$ cat config.mk
export PLATFORM = sky130hd
export DESIGN_NAME = control_unit
export DESIGN_NICKNAME = d
export VERILOG_FILES = /design/src/design/cpu_ctrl_pkg.sv /design/src/design/control_unit.sv /design/src/design/ctrl_word_gen.sv /design/src/design/ctrl_sequencer.sv /design/src/design/instr_decoder.sv
export VERILOG_INCLUDE_DIRS = /design/src /design/src/design
export SDC_FILE = /design/constraint.sdc
export NUM_CORES = 1
export LEC_CHECK = 0
export BUFFER_PORTS_ARGS = -buffer_cell sky130_fd_sc_hd__buf_2
export CAP_MARGIN = 20
export CORE_MARGIN = 8
export CORE_UTILIZATION = 46
export CTS_BUF_LIST = sky130_fd_sc_hd__clkbuf_4 sky130_fd_sc_hd__clkbuf_8
export CTS_CLUSTER_SIZE = 10
export DETAILED_ROUTE_END_ITERATION = 12
export GPL_TIMING_DRIVEN = 0
export PLACE_DENSITY = 0.71
export SLEW_MARGIN = 20
export SYNTH_ARGS = -nofsm -noshare
export SYNTH_HDL_FRONTEND = slang
export SYNTH_SLANG_ARGS = --single-unit
$ cat constraint.sdc
create_clock -name clk -period 2.3 [get_ports clk]
set_clock_uncertainty 0.2 [all_clocks]
set_input_delay 0.115 -clock clk [delete_from_list [all_inputs] [get_ports clk]]
set_output_delay 0.115 -clock clk [all_outputs]
set_load 0.02 [all_outputs]
$ cat src/design/cpu_ctrl_config.svh
`ifndef CPU_CTRL_CONFIG_SVH
`define CPU_CTRL_CONFIG_SVH

// Field and counter widths
`define CTRL_OPCODE_W 6
`define CTRL_FUNCT_W  6
`define CTRL_WAIT_W   3

// Opcodes
`define CTRL_OP_RTYPE 6'h00
`define CTRL_OP_ADDI  6'h08
`define CTRL_OP_ADDIU 6'h09
`define CTRL_OP_LUI   6'h0f
`define CTRL_OP_SLTI  6'h0a
`define CTRL_OP_LW    6'h23
`define CTRL_OP_LH    6'h21
`define CTRL_OP_LB    6'h20
`define CTRL_OP_SW    6'h2b
`define CTRL_OP_SH    6'h29
`define CTRL_OP_SB    6'h28
`define CTRL_OP_J     6'h02
`define CTRL_OP_JAL   6'h03

// R-type funct codes
`define CTRL_FN_ADD 6'h20
`define CTRL_FN_SUB 6'h22
`define CTRL_FN_AND 6'h24
`define CTRL_FN_SLT 6'h2a
`define CTRL_FN_JR  6'h08
`define CTRL_FN_RTE 6'h13

`define CTRL_ALU_PASS 3'b000
`define CTRL_ALU_ADD  3'b001
`define CTRL_ALU_SUB  3'b010
`define CTRL_ALU_AND  3'b011
`define CTRL_ALU_SLT  3'b111

`define CTRL_PC_ALU  3'b000
`define CTRL_PC_JUMP 3'b010
`define CTRL_PC_EXC  3'b011
`define CTRL_PC_EPC  3'b100

`define CTRL_DST_RT    2'b00
`define CTRL_DST_RD    2'b01
`define CTRL_DST_STACK 2'b10
`define CTRL_DST_RA    2'b11

`define CTRL_WB_ALU   4'b0000
`define CTRL_WB_MDR   4'b0001
`define CTRL_WB_STACK 4'b0100
`define CTRL_WB_ZERO  4'b0101
`define CTRL_WB_ONE   4'b0110
`define CTRL_WB_UPPER 4'b1000

// Load and store widths
`define CTRL_MEM_WORD 2'b00
`define CTRL_MEM_HALF 2'b01
`define CTRL_MEM_BYTE 2'b10

`define CTRL_EXC_OPCODE   2'b00
`define CTRL_EXC_OVERFLOW 2'b01

// Memory address and ALU operand selects
`define CTRL_IOD_PC    3'b000
`define CTRL_IOD_ALU   3'b001
`define CTRL_IOD_EXC   3'b010
`define CTRL_SRCA_PC   2'b00
`define CTRL_SRCA_A    2'b01
`define CTRL_SRCB_B    3'b000
`define CTRL_SRCB_FOUR 3'b001
`define CTRL_SRCB_IMM  3'b010

// Wait lengths in cycles
`define CTRL_FETCH_WAIT 3
`define CTRL_MEM_WAIT   3
`define CTRL_EXC_WAIT   3

`endif
$ cat src/design/cpu_ctrl_pkg.sv
`include "cpu_ctrl_config.svh"

package cpu_ctrl_pkg;

    typedef logic [`CTRL_OPCODE_W-1:0] opcode_t;
    typedef logic [`CTRL_FUNCT_W-1:0]  funct_t;

    typedef logic [2:0] alu_op_t;
    typedef logic [2:0] pc_src_t;
    typedef logic [1:0] reg_dst_t;
    typedef logic [1:0] mem_width_t;
    typedef logic [1:0] exc_cause_t;
    typedef logic [3:0] wb_src_t;
    typedef logic [2:0] i_or_d_t;
    typedef logic [2:0] alu_src_b_t;
    typedef logic [1:0] alu_src_a_t;

    typedef logic [`CTRL_WAIT_W-1:0] wait_cnt_t;

    typedef enum logic [4:0] {
        ADD, SUB, AND, ADDI, ADDIU, LUI, SLT, SLTI,
        LW, LH, LB, SW, SH, SB,
        J, JAL, JR, RTE,
        ILLEGAL
    } instr_class_e;

    typedef enum logic [6:0] {
        ST_INIT, ST_FETCH_WAIT, ST_FETCH, ST_DECODE, ST_DISPATCH,
        ST_ALU_ADD, ST_ALU_SUB, ST_ALU_AND, ST_ALU_ADDI, ST_ALU_ADDIU,
        ST_OV_CHECK, ST_WB_RD, ST_WB_RT, ST_LUI,
        ST_SLT_CMP, ST_SLTI_CMP, ST_SET_RD, ST_CLR_RD, ST_SET_RT, ST_CLR_RT,
        ST_MEM_ADDR, ST_MEM_WAIT, ST_MDR_W, ST_MDR_H, ST_MDR_B, ST_WB_MDR,
        ST_STORE_W, ST_STORE_H, ST_STORE_B,
        ST_JUMP, ST_JAL_LINK, ST_JAL_STORE, ST_JR, ST_RTE,
        ST_EXC_WAIT_OP, ST_EXC_WAIT_OV, ST_EXC_OP, ST_EXC_OV
    } ctrl_state_e;

    typedef struct packed {
        logic ov;
        logic lt;
    } alu_flags_t;

    typedef struct packed {
        logic       pc_write;
        logic       branch;
        logic       mem_wr;
        logic       ir_write;
        logic       a_write;
        logic       b_write;
        logic       mdr_write;
        logic       alu_reg_write;
        logic       epc_write;
        logic       reg_write;
        exc_cause_t except_cause;
        mem_width_t mem_to_mdr;
        mem_width_t b_to_c;
        alu_src_a_t alu_src_a;
        reg_dst_t   reg_dst;
        i_or_d_t    i_or_d;
        alu_src_b_t alu_src_b;
        alu_op_t    alu_op;
        pc_src_t    pc_src;
        wb_src_t    mem_to_reg;
    } ctrl_word_t;

endpackage

$ cat src/design/control_unit.sv
`timescale 1ns/1ps

module control_unit (
    input  logic                     clk,
    input  logic                     reset,
    input  cpu_ctrl_pkg::opcode_t    opcode,
    input  cpu_ctrl_pkg::funct_t     funct,
    input  cpu_ctrl_pkg::alu_flags_t flags,
    output cpu_ctrl_pkg::ctrl_word_t ctrl
);
    import cpu_ctrl_pkg::*;

    instr_class_e instr_class;
    ctrl_state_e  state;

    // Sampled by the sequencer in dispatch
    instr_decoder i_decoder (
        .opcode      (opcode),
        .funct       (funct),
        .instr_class (instr_class)
    );

    ctrl_sequencer i_sequencer (
        .clk         (clk),
        .reset       (reset),
        .instr_class (instr_class),
        .flags       (flags),
        .state       (state)
    );

    ctrl_word_gen i_word_gen (
        .clk   (clk),
        .reset (reset),
        .state (state),
        .ctrl  (ctrl)   // One cycle behind state
    );

endmodule

$ cat src/design/ctrl_word_gen.sv
`timescale 1ns/1ps
`include "cpu_ctrl_config.svh"

module ctrl_word_gen (
    input  logic                      clk,
    input  logic                      reset,
    input  cpu_ctrl_pkg::ctrl_state_e state,
    output cpu_ctrl_pkg::ctrl_word_t  ctrl
);
    import cpu_ctrl_pkg::*;

    ctrl_word_t ctrl_nxt;

    always_comb begin
        ctrl_nxt = '0;
        case (state)
            ST_INIT: begin // Clear the register stack top
                ctrl_nxt.reg_write  = 1'b1;
                ctrl_nxt.reg_dst    = `CTRL_DST_STACK;
                ctrl_nxt.mem_to_reg = `CTRL_WB_STACK;
            end
            ST_FETCH_WAIT, ST_FETCH: begin
                ctrl_nxt.i_or_d    = `CTRL_IOD_PC;
                ctrl_nxt.alu_src_a = `CTRL_SRCA_PC;
                ctrl_nxt.alu_src_b = `CTRL_SRCB_FOUR; // PC + 4
                ctrl_nxt.alu_op    = `CTRL_ALU_ADD;
                ctrl_nxt.pc_src    = `CTRL_PC_ALU;
                ctrl_nxt.pc_write  = (state == ST_FETCH);
                ctrl_nxt.ir_write  = (state == ST_FETCH);
            end
            ST_DECODE: begin
                ctrl_nxt.a_write = 1'b1;
                ctrl_nxt.b_write = 1'b1;
            end
            ST_ALU_ADD, ST_ALU_SUB, ST_ALU_AND, ST_ALU_ADDI, ST_ALU_ADDIU, ST_MEM_ADDR: begin
                ctrl_nxt.alu_src_a     = `CTRL_SRCA_A;
                ctrl_nxt.alu_reg_write = 1'b1;
                ctrl_nxt.alu_src_b     = (state inside {ST_ALU_ADD, ST_ALU_SUB, ST_ALU_AND}) ?
                                         `CTRL_SRCB_B : `CTRL_SRCB_IMM;
                ctrl_nxt.alu_op        = (state == ST_ALU_SUB) ? `CTRL_ALU_SUB :
                                         (state == ST_ALU_AND) ? `CTRL_ALU_AND : `CTRL_ALU_ADD;
            end
            ST_WB_RD, ST_WB_RT: begin
                ctrl_nxt.reg_write  = 1'b1;
                ctrl_nxt.reg_dst    = (state == ST_WB_RD) ? `CTRL_DST_RD : `CTRL_DST_RT;
                ctrl_nxt.mem_to_reg = `CTRL_WB_ALU;
            end
            ST_LUI: begin
                ctrl_nxt.reg_write  = 1'b1;
                ctrl_nxt.reg_dst    = `CTRL_DST_RT;
                ctrl_nxt.mem_to_reg = `CTRL_WB_UPPER;
            end
            ST_SLT_CMP, ST_SLTI_CMP: begin
                ctrl_nxt.alu_src_a = `CTRL_SRCA_A;
                ctrl_nxt.alu_src_b = (state == ST_SLT_CMP) ? `CTRL_SRCB_B : `CTRL_SRCB_IMM;
                ctrl_nxt.alu_op    = `CTRL_ALU_SLT;
            end
            ST_SET_RD, ST_CLR_RD, ST_SET_RT, ST_CLR_RT: begin
                ctrl_nxt.reg_write  = 1'b1;
                ctrl_nxt.reg_dst    = (state inside {ST_SET_RD, ST_CLR_RD}) ?
                                      `CTRL_DST_RD : `CTRL_DST_RT;
                ctrl_nxt.mem_to_reg = (state inside {ST_SET_RD, ST_SET_RT}) ?
                                      `CTRL_WB_ONE : `CTRL_WB_ZERO;
            end
            ST_MEM_WAIT: ctrl_nxt.i_or_d = `CTRL_IOD_ALU;
            ST_MDR_W, ST_MDR_H, ST_MDR_B: begin
                ctrl_nxt.i_or_d     = `CTRL_IOD_ALU;
                ctrl_nxt.mdr_write  = 1'b1;
                ctrl_nxt.mem_to_mdr = (state == ST_MDR_W) ? `CTRL_MEM_WORD :
                                      (state == ST_MDR_H) ? `CTRL_MEM_HALF : `CTRL_MEM_BYTE;
            end
            ST_WB_MDR: begin
                ctrl_nxt.reg_write  = 1'b1;
                ctrl_nxt.reg_dst    = `CTRL_DST_RT;
                ctrl_nxt.mem_to_reg = `CTRL_WB_MDR;
            end
            ST_STORE_W, ST_STORE_H, ST_STORE_B: begin
                ctrl_nxt.i_or_d = `CTRL_IOD_ALU;
                ctrl_nxt.mem_wr = 1'b1;
                ctrl_nxt.b_to_c = (state == ST_STORE_W) ? `CTRL_MEM_WORD :
                                  (state == ST_STORE_H) ? `CTRL_MEM_HALF : `CTRL_MEM_BYTE;
            end
            ST_JUMP, ST_JAL_STORE: begin
                ctrl_nxt.pc_write = 1'b1;
                ctrl_nxt.branch   = 1'b1;
                ctrl_nxt.pc_src   = `CTRL_PC_JUMP;
                if (state == ST_JAL_STORE) begin // Link into ra
                    ctrl_nxt.reg_write  = 1'b1;
                    ctrl_nxt.reg_dst    = `CTRL_DST_RA;
                    ctrl_nxt.mem_to_reg = `CTRL_WB_ALU;
                end
            end
            ST_JAL_LINK: begin
                ctrl_nxt.alu_src_a     = `CTRL_SRCA_PC;
                ctrl_nxt.alu_op        = `CTRL_ALU_PASS;
                ctrl_nxt.alu_reg_write = 1'b1;
            end
            ST_JR: begin
                ctrl_nxt.alu_src_a = `CTRL_SRCA_A;
                ctrl_nxt.alu_op    = `CTRL_ALU_PASS;
                ctrl_nxt.pc_src    = `CTRL_PC_ALU;
                ctrl_nxt.branch    = 1'b1;
                ctrl_nxt.pc_write  = 1'b1;
            end
            ST_RTE: begin
                ctrl_nxt.pc_src   = `CTRL_PC_EPC;
                ctrl_nxt.pc_write = 1'b1;
            end
            ST_EXC_WAIT_OP, ST_EXC_WAIT_OV: begin
                ctrl_nxt.i_or_d       = `CTRL_IOD_EXC; // Read handler vector
                ctrl_nxt.alu_src_a    = `CTRL_SRCA_PC;
                ctrl_nxt.alu_src_b    = `CTRL_SRCB_FOUR;
                ctrl_nxt.alu_op       = `CTRL_ALU_SUB; // Faulting PC into EPC
                ctrl_nxt.except_cause = (state == ST_EXC_WAIT_OV) ?
                                        `CTRL_EXC_OVERFLOW : `CTRL_EXC_OPCODE;
            end
            ST_EXC_OP, ST_EXC_OV: begin
                ctrl_nxt.epc_write    = 1'b1;
                ctrl_nxt.pc_write     = 1'b1;
                ctrl_nxt.pc_src       = `CTRL_PC_EXC;
                ctrl_nxt.except_cause = (state == ST_EXC_OV) ?
                                        `CTRL_EXC_OVERFLOW : `CTRL_EXC_OPCODE;
            end
            default: ctrl_nxt = '0; // Dispatch and overflow check drive nothing
        endcase
    end

    always_ff @(posedge clk) begin
        if (reset)
            ctrl <= '0;
        else
            ctrl <= ctrl_nxt;
    end

endmodule

$ cat src/design/ctrl_sequencer.sv
`timescale 1ns/1ps
`include "cpu_ctrl_config.svh"

module ctrl_sequencer (
    input  logic                       clk,
    input  logic                       reset,
    input  cpu_ctrl_pkg::instr_class_e instr_class,
    input  cpu_ctrl_pkg::alu_flags_t   flags,
    output cpu_ctrl_pkg::ctrl_state_e  state
);
    import cpu_ctrl_pkg::*;

    ctrl_state_e  state_nxt;
    instr_class_e cls_q;
    wait_cnt_t    wait_cnt;
    wait_cnt_t    wait_len;
    logic         wait_done;

    // Zero length outside the wait states
    always_comb begin
        case (state)
            ST_FETCH_WAIT:                  wait_len = wait_cnt_t'(`CTRL_FETCH_WAIT);
            ST_MEM_WAIT:                    wait_len = wait_cnt_t'(`CTRL_MEM_WAIT);
            ST_EXC_WAIT_OP, ST_EXC_WAIT_OV: wait_len = wait_cnt_t'(`CTRL_EXC_WAIT);
            default:                        wait_len = '0;
        endcase
    end

    assign wait_done = (wait_cnt == wait_len - 1'b1);

    always_comb begin
        state_nxt = state;
        case (state)
            ST_INIT:       state_nxt = ST_FETCH_WAIT;
            ST_FETCH_WAIT: if (wait_done) state_nxt = ST_FETCH;
            ST_FETCH:      state_nxt = ST_DECODE;
            ST_DECODE:     state_nxt = ST_DISPATCH;
            ST_DISPATCH: begin
                case (instr_class)
                    ADD:                        state_nxt = ST_ALU_ADD;
                    SUB:                        state_nxt = ST_ALU_SUB;
                    AND:                        state_nxt = ST_ALU_AND;
                    ADDI:                       state_nxt = ST_ALU_ADDI;
                    ADDIU:                      state_nxt = ST_ALU_ADDIU;
                    LUI:                        state_nxt = ST_LUI;
                    SLT:                        state_nxt = ST_SLT_CMP;
                    SLTI:                       state_nxt = ST_SLTI_CMP;
                    LW, LH, LB, SW, SH, SB:     state_nxt = ST_MEM_ADDR;
                    J:                          state_nxt = ST_JUMP;
                    JAL:                        state_nxt = ST_JAL_LINK;
                    JR:                         state_nxt = ST_JR;
                    RTE:                        state_nxt = ST_RTE;
                    default:                    state_nxt = ST_EXC_WAIT_OP;
                endcase
            end
            ST_ALU_ADD, ST_ALU_SUB, ST_ALU_AND, ST_ALU_ADDI: state_nxt = ST_OV_CHECK;
            ST_ALU_ADDIU: state_nxt = ST_WB_RT;
            ST_OV_CHECK: begin // Only place ov is looked at
                if (flags.ov)
                    state_nxt = ST_EXC_WAIT_OV;
                else if (cls_q == ADDI)
                    state_nxt = ST_WB_RT;
                else
                    state_nxt = ST_WB_RD;
            end
            ST_SLT_CMP, ST_SLTI_CMP: begin
                if (flags.lt) begin
                    if (cls_q == SLTI)
                        state_nxt = ST_SET_RT;
                    else
                        state_nxt = ST_SET_RD;
                end else begin
                    if (cls_q == SLTI)
                        state_nxt = ST_CLR_RT;
                    else
                        state_nxt = ST_CLR_RD;
                end
            end
            ST_MEM_ADDR: begin
                if (cls_q == SW)
                    state_nxt = ST_STORE_W; // Full word needs no read
                else
                    state_nxt = ST_MEM_WAIT;
            end
            ST_MEM_WAIT: begin
                if (wait_done) begin
                    case (cls_q)
                        LW:      state_nxt = ST_MDR_W;
                        LH:      state_nxt = ST_MDR_H;
                        LB:      state_nxt = ST_MDR_B;
                        SH:      state_nxt = ST_STORE_H;
                        default: state_nxt = ST_STORE_B;
                    endcase
                end
            end
            ST_MDR_W, ST_MDR_H, ST_MDR_B: state_nxt = ST_WB_MDR;
            ST_JAL_LINK:    state_nxt = ST_JAL_STORE;
            ST_EXC_WAIT_OP: if (wait_done) state_nxt = ST_EXC_OP;
            ST_EXC_WAIT_OV: if (wait_done) state_nxt = ST_EXC_OV;
            default:        state_nxt = ST_FETCH_WAIT; // Last step of an instruction
        endcase
    end

    always_ff @(posedge clk) begin
        if (reset) begin
            state    <= ST_INIT;
            wait_cnt <= '0;
            cls_q    <= ILLEGAL;
        end else begin
            state <= state_nxt;
            if (wait_done || wait_len == '0)
                wait_cnt <= '0;
            else
                wait_cnt <= wait_cnt + 1'b1;
            if (state == ST_DISPATCH)
                cls_q <= instr_class;
        end
    end

endmodule

$ cat src/design/instr_decoder.sv
`timescale 1ns/1ps
`include "cpu_ctrl_config.svh"

module instr_decoder (
    input  cpu_ctrl_pkg::opcode_t      opcode,
    input  cpu_ctrl_pkg::funct_t       funct,
    output cpu_ctrl_pkg::instr_class_e instr_class
);
    import cpu_ctrl_pkg::*;

    instr_class_e rtype_class;

    // Only meaningful when opcode is R-type
    always_comb begin
        case (funct)
            `CTRL_FN_ADD: rtype_class = ADD;
            `CTRL_FN_SUB: rtype_class = SUB;
            `CTRL_FN_AND: rtype_class = AND;
            `CTRL_FN_SLT: rtype_class = SLT;
            `CTRL_FN_JR:  rtype_class = JR;
            `CTRL_FN_RTE: rtype_class = RTE;
            default:      rtype_class = ILLEGAL;
        endcase
    end

    always_comb begin
        case (opcode)
            `CTRL_OP_RTYPE: instr_class = rtype_class;
            `CTRL_OP_ADDI:  instr_class = ADDI;
            `CTRL_OP_ADDIU: instr_class = ADDIU;
            `CTRL_OP_LUI:   instr_class = LUI;
            `CTRL_OP_SLTI:  instr_class = SLTI;
            `CTRL_OP_LW:    instr_class = LW;
            `CTRL_OP_LH:    instr_class = LH;
            `CTRL_OP_LB:    instr_class = LB;
            `CTRL_OP_SW:    instr_class = SW;
            `CTRL_OP_SH:    instr_class = SH;
            `CTRL_OP_SB:    instr_class = SB;
            `CTRL_OP_J:     instr_class = J;
            `CTRL_OP_JAL:   instr_class = JAL;
            default:        instr_class = ILLEGAL; // Raises opcode exception
        endcase
    end

endmodule

==> results.toml, run 1 <==
[timing]
period_minus_slack_ps = 2180
max_freq_mhz = 460
hold_violations = 0
setup_viol = 0
maxSlewViolCount = 0
setup-tns-final_ps = 0
hold-worst-slack_ps = 83.3
fin_crit_sh_pct = 94.6
relSlewSlack_pct = 59.6
worst_pin_slew_ps = 604

[pwr]
worst_ir_drop_vdd_mv = 0.373
power_leakage_nw = 1.43
power_density_nw_per_um2 = 687

[drt]
vias = 2977
routed_via_density = 5.93
drt_wl_total_mm = 8.52
avgRoutedWirePerCell_um = 17.0
drt_pass1_iterations = 5
drc = 0
drtIter0Drc = 248
detail-route-antenna-nets = 0

[logic_synthesis]
ys_seq_elements = 45
yosysWarningCount = 0
synthCells = 369
yosys_most_used_dff = "dfxtp_1"
synth_area_um2 = 2860
avgSynthCellArea_um2 = 7.75
synth_cell_types = 72
yosysSeqAreaShare_pct = 31.5
ys_async_sr_fraction_pct = 0
synth_edf_count = 0

[min_path]
hold_start = "flags[0]"
hold_class = "in -> reg"
hold_end = "i_sequencer.state[0]$_SDFFE_PP0P_"
hold_depth = 4

[clock_tree]
insertion_delay_ps = 290
clock_path_buffers = 2
numCtsBuffers = 5
cts_tree = "yes"
cts.clk_slew.worst_paths_ps = 80
htreeDepth = 2
post_cts_buffers = 0
cts.sinks = 45
root_buffer = "clkbuf_8"

[cells_and_area]
register_area_um2 = 901
stdcell_area_um2 = 3340
final_nets = 447
fillers = 595
multi_input_area_um2 = 1760
drive_gt1_share_pct = 23.0
area_growth_pct = 16.6
instances_no_fill = 502
antenna_cells = 0

[global_route]
grt_pass1_vias = 2747
antenna_found_initial = 0
grt_max_degree = 14
grt.overflow.total = 0
grt_usage_pct = 19.1
grt_pass1_wl_mm = 13.8

[setup_path]
worstPathRequired_ps = 2280
r2r_end = "i_sequencer.state[0]$_SDFFE_PP0P_"
ff2ff_setup_slack_ps = 120
crit_type = "reg -> reg"
critical_path.max_fanout = 10
startpoint_type = "flop"
crit_arrival_ps = 2160
reg2reg_depth = 8
cp-end-kind = "flop"
r2r-start = "i_sequencer.state[3]$_SDFFE_PP0P_"

[flow_run]
drv_cap = 0

[die]
rows = 28
dieWidth_um = 94.9
die_h_um = 94.9
initial_core_util_pct = 48.0
die_area_um2 = 9000
io_pins = 52
core_area_um2 = 5960

[placement]
dp_hpwl_mm = 6.50
place_congestion = 0.934
placed_area_um2 = 3200
placed_cells = 494
port_buffers = 47

[status]
status = "finished, final reports clean"
## critical path, cell delays in order (launching register included)
cell,delay (ps)
dfxtp_1,430
clkbuf_4,250
nor2_1,80
a21oi_1,140
a221oi_1,90
o32ai_1,260
nand2_1,130
o41ai_2,400
nand2_1,80
## placed cells by master (no fill, tap or decap), types with 5 or more instances in the layout
cell type / count
nand2_1: 37
nor3_1: 21
o21ai_0: 19
nand4_1: 5
nand2b_1: 10
nor4_1: 8
nor2_1: 37
a31oi_1: 5
a21o_1: 6
and2_1: 5
or3_1: 5
clkbuf_1: 8
a21oi_1: 18
inv_1: 8
clkbuf_8: 5
dfxtp_1: 45
o22ai_1: 5
nor2b_1: 9
buf_2: 58
buf_4: 6
xnor2_1: 6
## synth_stat cells, drive strengths merged, types with 2 or more instances
| cell | instances | share of area, % |
|---|---|---|
| a22oi | 4 | 1.0 |
| inv | 10 | 1.3 |
| nor2b | 11 | 2.7 |
| nor4 | 9 | 2.5 |
| and2 | 5 | 1.1 |
| or3b | 3 | 0.92 |
| nor3b | 3 | 0.79 |
| clkbuf | 10 | 1.3 |
| nand3 | 4 | 0.87 |
| nand2 | 37 | 4.9 |
| or3 | 5 | 1.1 |
| o211ai | 4 | 1.0 |
| xnor2 | 6 | 1.8 |
| mux2i | 2 | 0.70 |
| or4 | 2 | 0.52 |
| o21bai | 2 | 0.52 |
| o21ai | 23 | 4.0 |
| ha | 4 | 1.7 |
| or2 | 2 | 0.44 |
| dfxtp | 45 | 31 |
| a221oi | 3 | 0.92 |
| and3 | 4 | 0.87 |
| a21oi | 19 | 3.7 |
| o32ai | 3 | 0.92 |
| nand4 | 5 | 1.1 |
| o22ai | 5 | 1.1 |
| nand3b | 2 | 0.66 |
| nand4b | 2 | 0.61 |
| nor3 | 23 | 4.4 |
| a31oi | 6 | 1.5 |
| a211oi | 4 | 1.2 |
| a41oi | 2 | 0.61 |
| nor2 | 38 | 5.1 |
| xor2 | 4 | 1.2 |
| nand2b | 11 | 2.5 |
| buf | 22 | 5.0 |
| a21o | 6 | 1.6 |
## report_power, final
part	internal, mW	switching [mW]	total [mW]
registers	0.831	0.0208	0.852
logic	0.305	0.562	0.868
clock network	0.316	0.258	0.574
## sequential cells by signal, indices dropped and copies added, names as in the netlist
name / flops
i_sequencer.cls_q: 5
i_word_gen.ctrl: 31
i_sequencer.state: 6
i_sequencer.wait_cnt: 3
## how the worst max path moves through the flow
stage | startpoint | to
3_3_place_gp | opcode[2] | i_sequencer.state[0]$_SDFFE_PP0P_
5_1_grt | i_sequencer.state[3]$_SDFFE_PP0P_ | i_sequencer.state[0]$_SDFFE_PP0P_
2_1_floorplan | opcode[0] | i_sequencer.state[1]$_SDFFE_PP0P_
3_5_place_dp | opcode[0] | i_sequencer.state[1]$_SDFFE_PP0P_
4_1_cts | i_sequencer.state[2]$_SDFFE_PP0P_ | i_sequencer.state[0]$_SDFFE_PP0P_
6_report | i_sequencer.state[3]$_SDFFE_PP0P_ | i_sequencer.state[0]$_SDFFE_PP0P_
## cells by family after synthesis
family | synth area share, %
buf+inv | 7.74
xor+xnor | 3.06
simple gates | 32.0
mux | 0.700
other cells | 0.131
compound gates | 22.7
fa+ha+maj | 2.14
flops | 31.5
## metrics by stage
stage	power [mW]	utilization (%)	setup slack (ps)
6_report	2.29	56.0	125
3_3_place_gp	1.71	53.8	42.8
5_1_grt	2.41	56.0	-2.90
4_1_cts	2.29	55.8	62.9
2_1_floorplan	1.47	-	389
3_5_place_dp	1.71	53.8	60.9
## timing repair
| item | CTS | global route |
|---|---|---|
| hold buffers | 2 | 0 |
| hold endpoints to repair | 4 | 0 |
| setup endpoints to repair | 0 | 2 |
| resized for setup | 0 | 5 |
## final cells by class
| class | instances | area share [%] |
|---|---|---|
| multi-input combinational | 284 | 52.8 |
| sequential | 45 | 27.0 |
| timing repair buffer | 49 | 7.65 |
| buffer | 31 | 5.40 |
| tap | 75 | 2.81 |
| clock buffer | 5 | 2.06 |
| inverter | 11 | 1.24 |
| clock inverter | 2 | 1.05 |
## routing by layer
| layer | global-route usage (%) | wire, um | vias to the layer above |
|---|---|---|---|
| met5 | 0 | 0 | - |
| met4 | 7.28 | 231 | 0 |
| met3 | 4.44 | 781 | 22 |
| met2 | 31.9 | 4020 | 146 |
| met1 | 23.2 | 3490 | 1374 |
| li1 | - | - | 1435 |
Note: power is estimated with default switching activity, not from simulation.
==> run 2: changes to the inputs <==
PLACE_DENSITY = 0.73   (was 0.71)
clock period = 1.8 ns   (was 2.3 ns; I/O delays follow)
==> run 2 against run 1 <==
Net effect: combinational power up 82%; the run now ends with setup timing left; via count up 9.2%; die area unchanged; global-route usage up 1.5 points; critical endpoint is now i_sequencer.state[1]$_SDFFE_PP0P_; power up 50%; wire length up 15%; highest routed layer unchanged; sequential power up 31%; critical path depth unchanged; first-iteration DRC count up 50%; largest power group unchanged; register-to-register slack worse by 290 ps.
==> results.toml, run 2 (synthesis gave the netlist of run 1 again) <==
[die]
core_area_um2 = 5960
die_area_um2 = 9000
dieWidth_um = 94.9
initial_core_util_pct = 48.0
rows = 28
io_pins = 52
die_h_um = 94.9

[timing]
worst_pin_slew_ps = 577
maxSlewViolCount = 0
relSlewSlack_pct = 61.5
rsz0062_at_grt = "yes"
period_minus_slack_ps = 1970
hold_violations = 0
fin_crit_sh_pct = 109
setup_ws_ps = -165
max_freq_mhz = 509
setup_viol = 10

[clock_tree]
htreeDepth = 2
clock_path_buffers = 2
cts_tree = "yes"
cts.sinks = 45
numCtsBuffers = 5
cts.clk_slew.worst_paths_ps = 90
insertion_delay_ps = 300
root_buffer = "clkbuf_8"

[global_route]
grt_pass1_wl_mm = 14.9
grt.overflow.total = 0
grt_usage_pct = 20.6
antenna_found_initial = 0
grt_pass1_vias = 2997
grt_max_degree = 14

[setup_path]
critical_path.max_fanout = 10
critical-path-slowest-cell = "or3_4"
cp_cell_sequence = "buf_6 -> nand2_2 -> or3_4 -> nor3_2 -> o21ai_0 -> and4_1 -> o21ai_2 -> a21o_1"
crit_arrival_ps = 2020
cp-end-kind = "flop"
crit_type = "reg -> reg"
worstPathRequired_ps = 1850
startpoint_type = "flop"
critPathMaxStageDelay_ps = 400

[cells_and_area]
register_area_um2 = 917
largest_register_ffs = 31
layout_commonest_cell = "buf_2"
layout_common_cells = "buf_2, dfxtp_1, nand2_1"
final_nets = 468
multi_input_area_um2 = 2020
top_regs = "i_word_gen.ctrl (31), i_sequencer.state (6), i_sequencer.cls_q (5)"
area_growth_pct = 36.8
instances_no_fill = 523
top_register = "i_word_gen.ctrl"
drive_gt1_share_pct = 37.7
antenna_cells = 0
fillers = 491

[placement]
placed_cells = 494
dp_hpwl_mm = 6.61
port_buffers = 47
place_congestion = 0.952

[drt]
routed_via_density = 6.22
detail-route-antenna-nets = 0
drc = 0
drt_wl_total_mm = 9.78
drtIter0Drc = 371
vias = 3251
avgRoutedWirePerCell_um = 18.7
drt_pass1_iterations = 5

[status]
violations = "setup timing"
status = "finished with violations"

[pwr]
power_mw = 3.45
power_leakage_nw = 1.64
power_density_nw_per_um2 = 881
worst_ir_drop_vdd_mv = 0.502

[min_path]
hold_class = "in -> reg"

[flow_run]
drv_cap = 0
==> run 2: worst max-delay path: cells and delay by family, from the launching register on <==
family | cells | cell delay (ps)
DFF | 1 | 340
buffers and inverters | 1 | 170
AOI/OAI and AO/OA | 3 | 320
and+or+nand+nor | 4 | 880
==> run 2: metal layers <==
layer / up-vias / part of all wire [%] / GRT usage, %
met5: - / 0 / 0
met4: 0 / 4.4 / 9.62
met3: 46 / 8.7 / 3.65
met2: 203 / 47 / 33.8
met1: 1514 / 40 / 25.6
li1: 1488 / - / -
==> run 2: where the power goes <==
group	total, mW	leakage [nW]	internal, mW	switching [mW]
registers	1.12	0.366	1.07	0.0532
clock network	0.751	0.0540	0.404	0.348
logic	1.58	1.22	0.697	0.881
total	3.45	1.64	2.17	1.28
==> run 2: final timing paths <==
path / startpoint / end / slack [ps] / depth (start not counted)
worst max-delay path: i_sequencer.state[2]$_SDFFE_PP0P_ / i_sequencer.state[1]$_SDFFE_PP0P_ / -170 / 8
worst min-delay path: flags[0] / i_sequencer.state[0]$_SDFFE_PP0P_ / 40 / 4
worst max register to register: i_sequencer.state[2]$_SDFFE_PP0P_ / i_sequencer.state[1]$_SDFFE_PP0P_ / -170 / 8
worst min register to register: i_sequencer.wait_cnt[0]$_SDFF_PP0_ / i_sequencer.wait_cnt[0]$_SDFF_PP0_ / 270 / 1
==> run 2: area by class of cell <==
type | count | area share [%]
multi-input cells | 284 | 51.5
repair buffers | 74 | 12.5
flip-flops and latches | 45 | 23.4
clock buffers | 5 | 1.76
inverters | 11 | 1.28
plain buffers | 27 | 6.23
clock inverters | 2 | 0.895
well taps | 75 | 2.40
==> run 2: what timing repair did <==
| action | CTS | global route |
|---|---|---|
| setup endpoints to repair | 28 | 22 |
| pin swaps | 12 | 5 |
| hold endpoints to repair | 8 | 0 |
| hold buffers | 3 | 0 |
| setup buffers | 5 | 16 |
| gates cloned | 0 | 3 |
| resized for setup | 63 | 32 |
==> run 2: through the flow <==
step	utilization (%)	setup TNS, ps	worst slack (ps)	instance area (um2)	hold WS, ps
after global placement	54.2	-5830	-438	3230	194
after floorplan	-	-92.9	-48.0	2900	-29.1
after CTS	60.7	-702	-111	3610	30.4
after global routing	65.7	-2140	-261	3920	78.7
after detailed placement	54.2	-5230	-383	3230	196
final	65.7	-1170	-165	3920	36.3
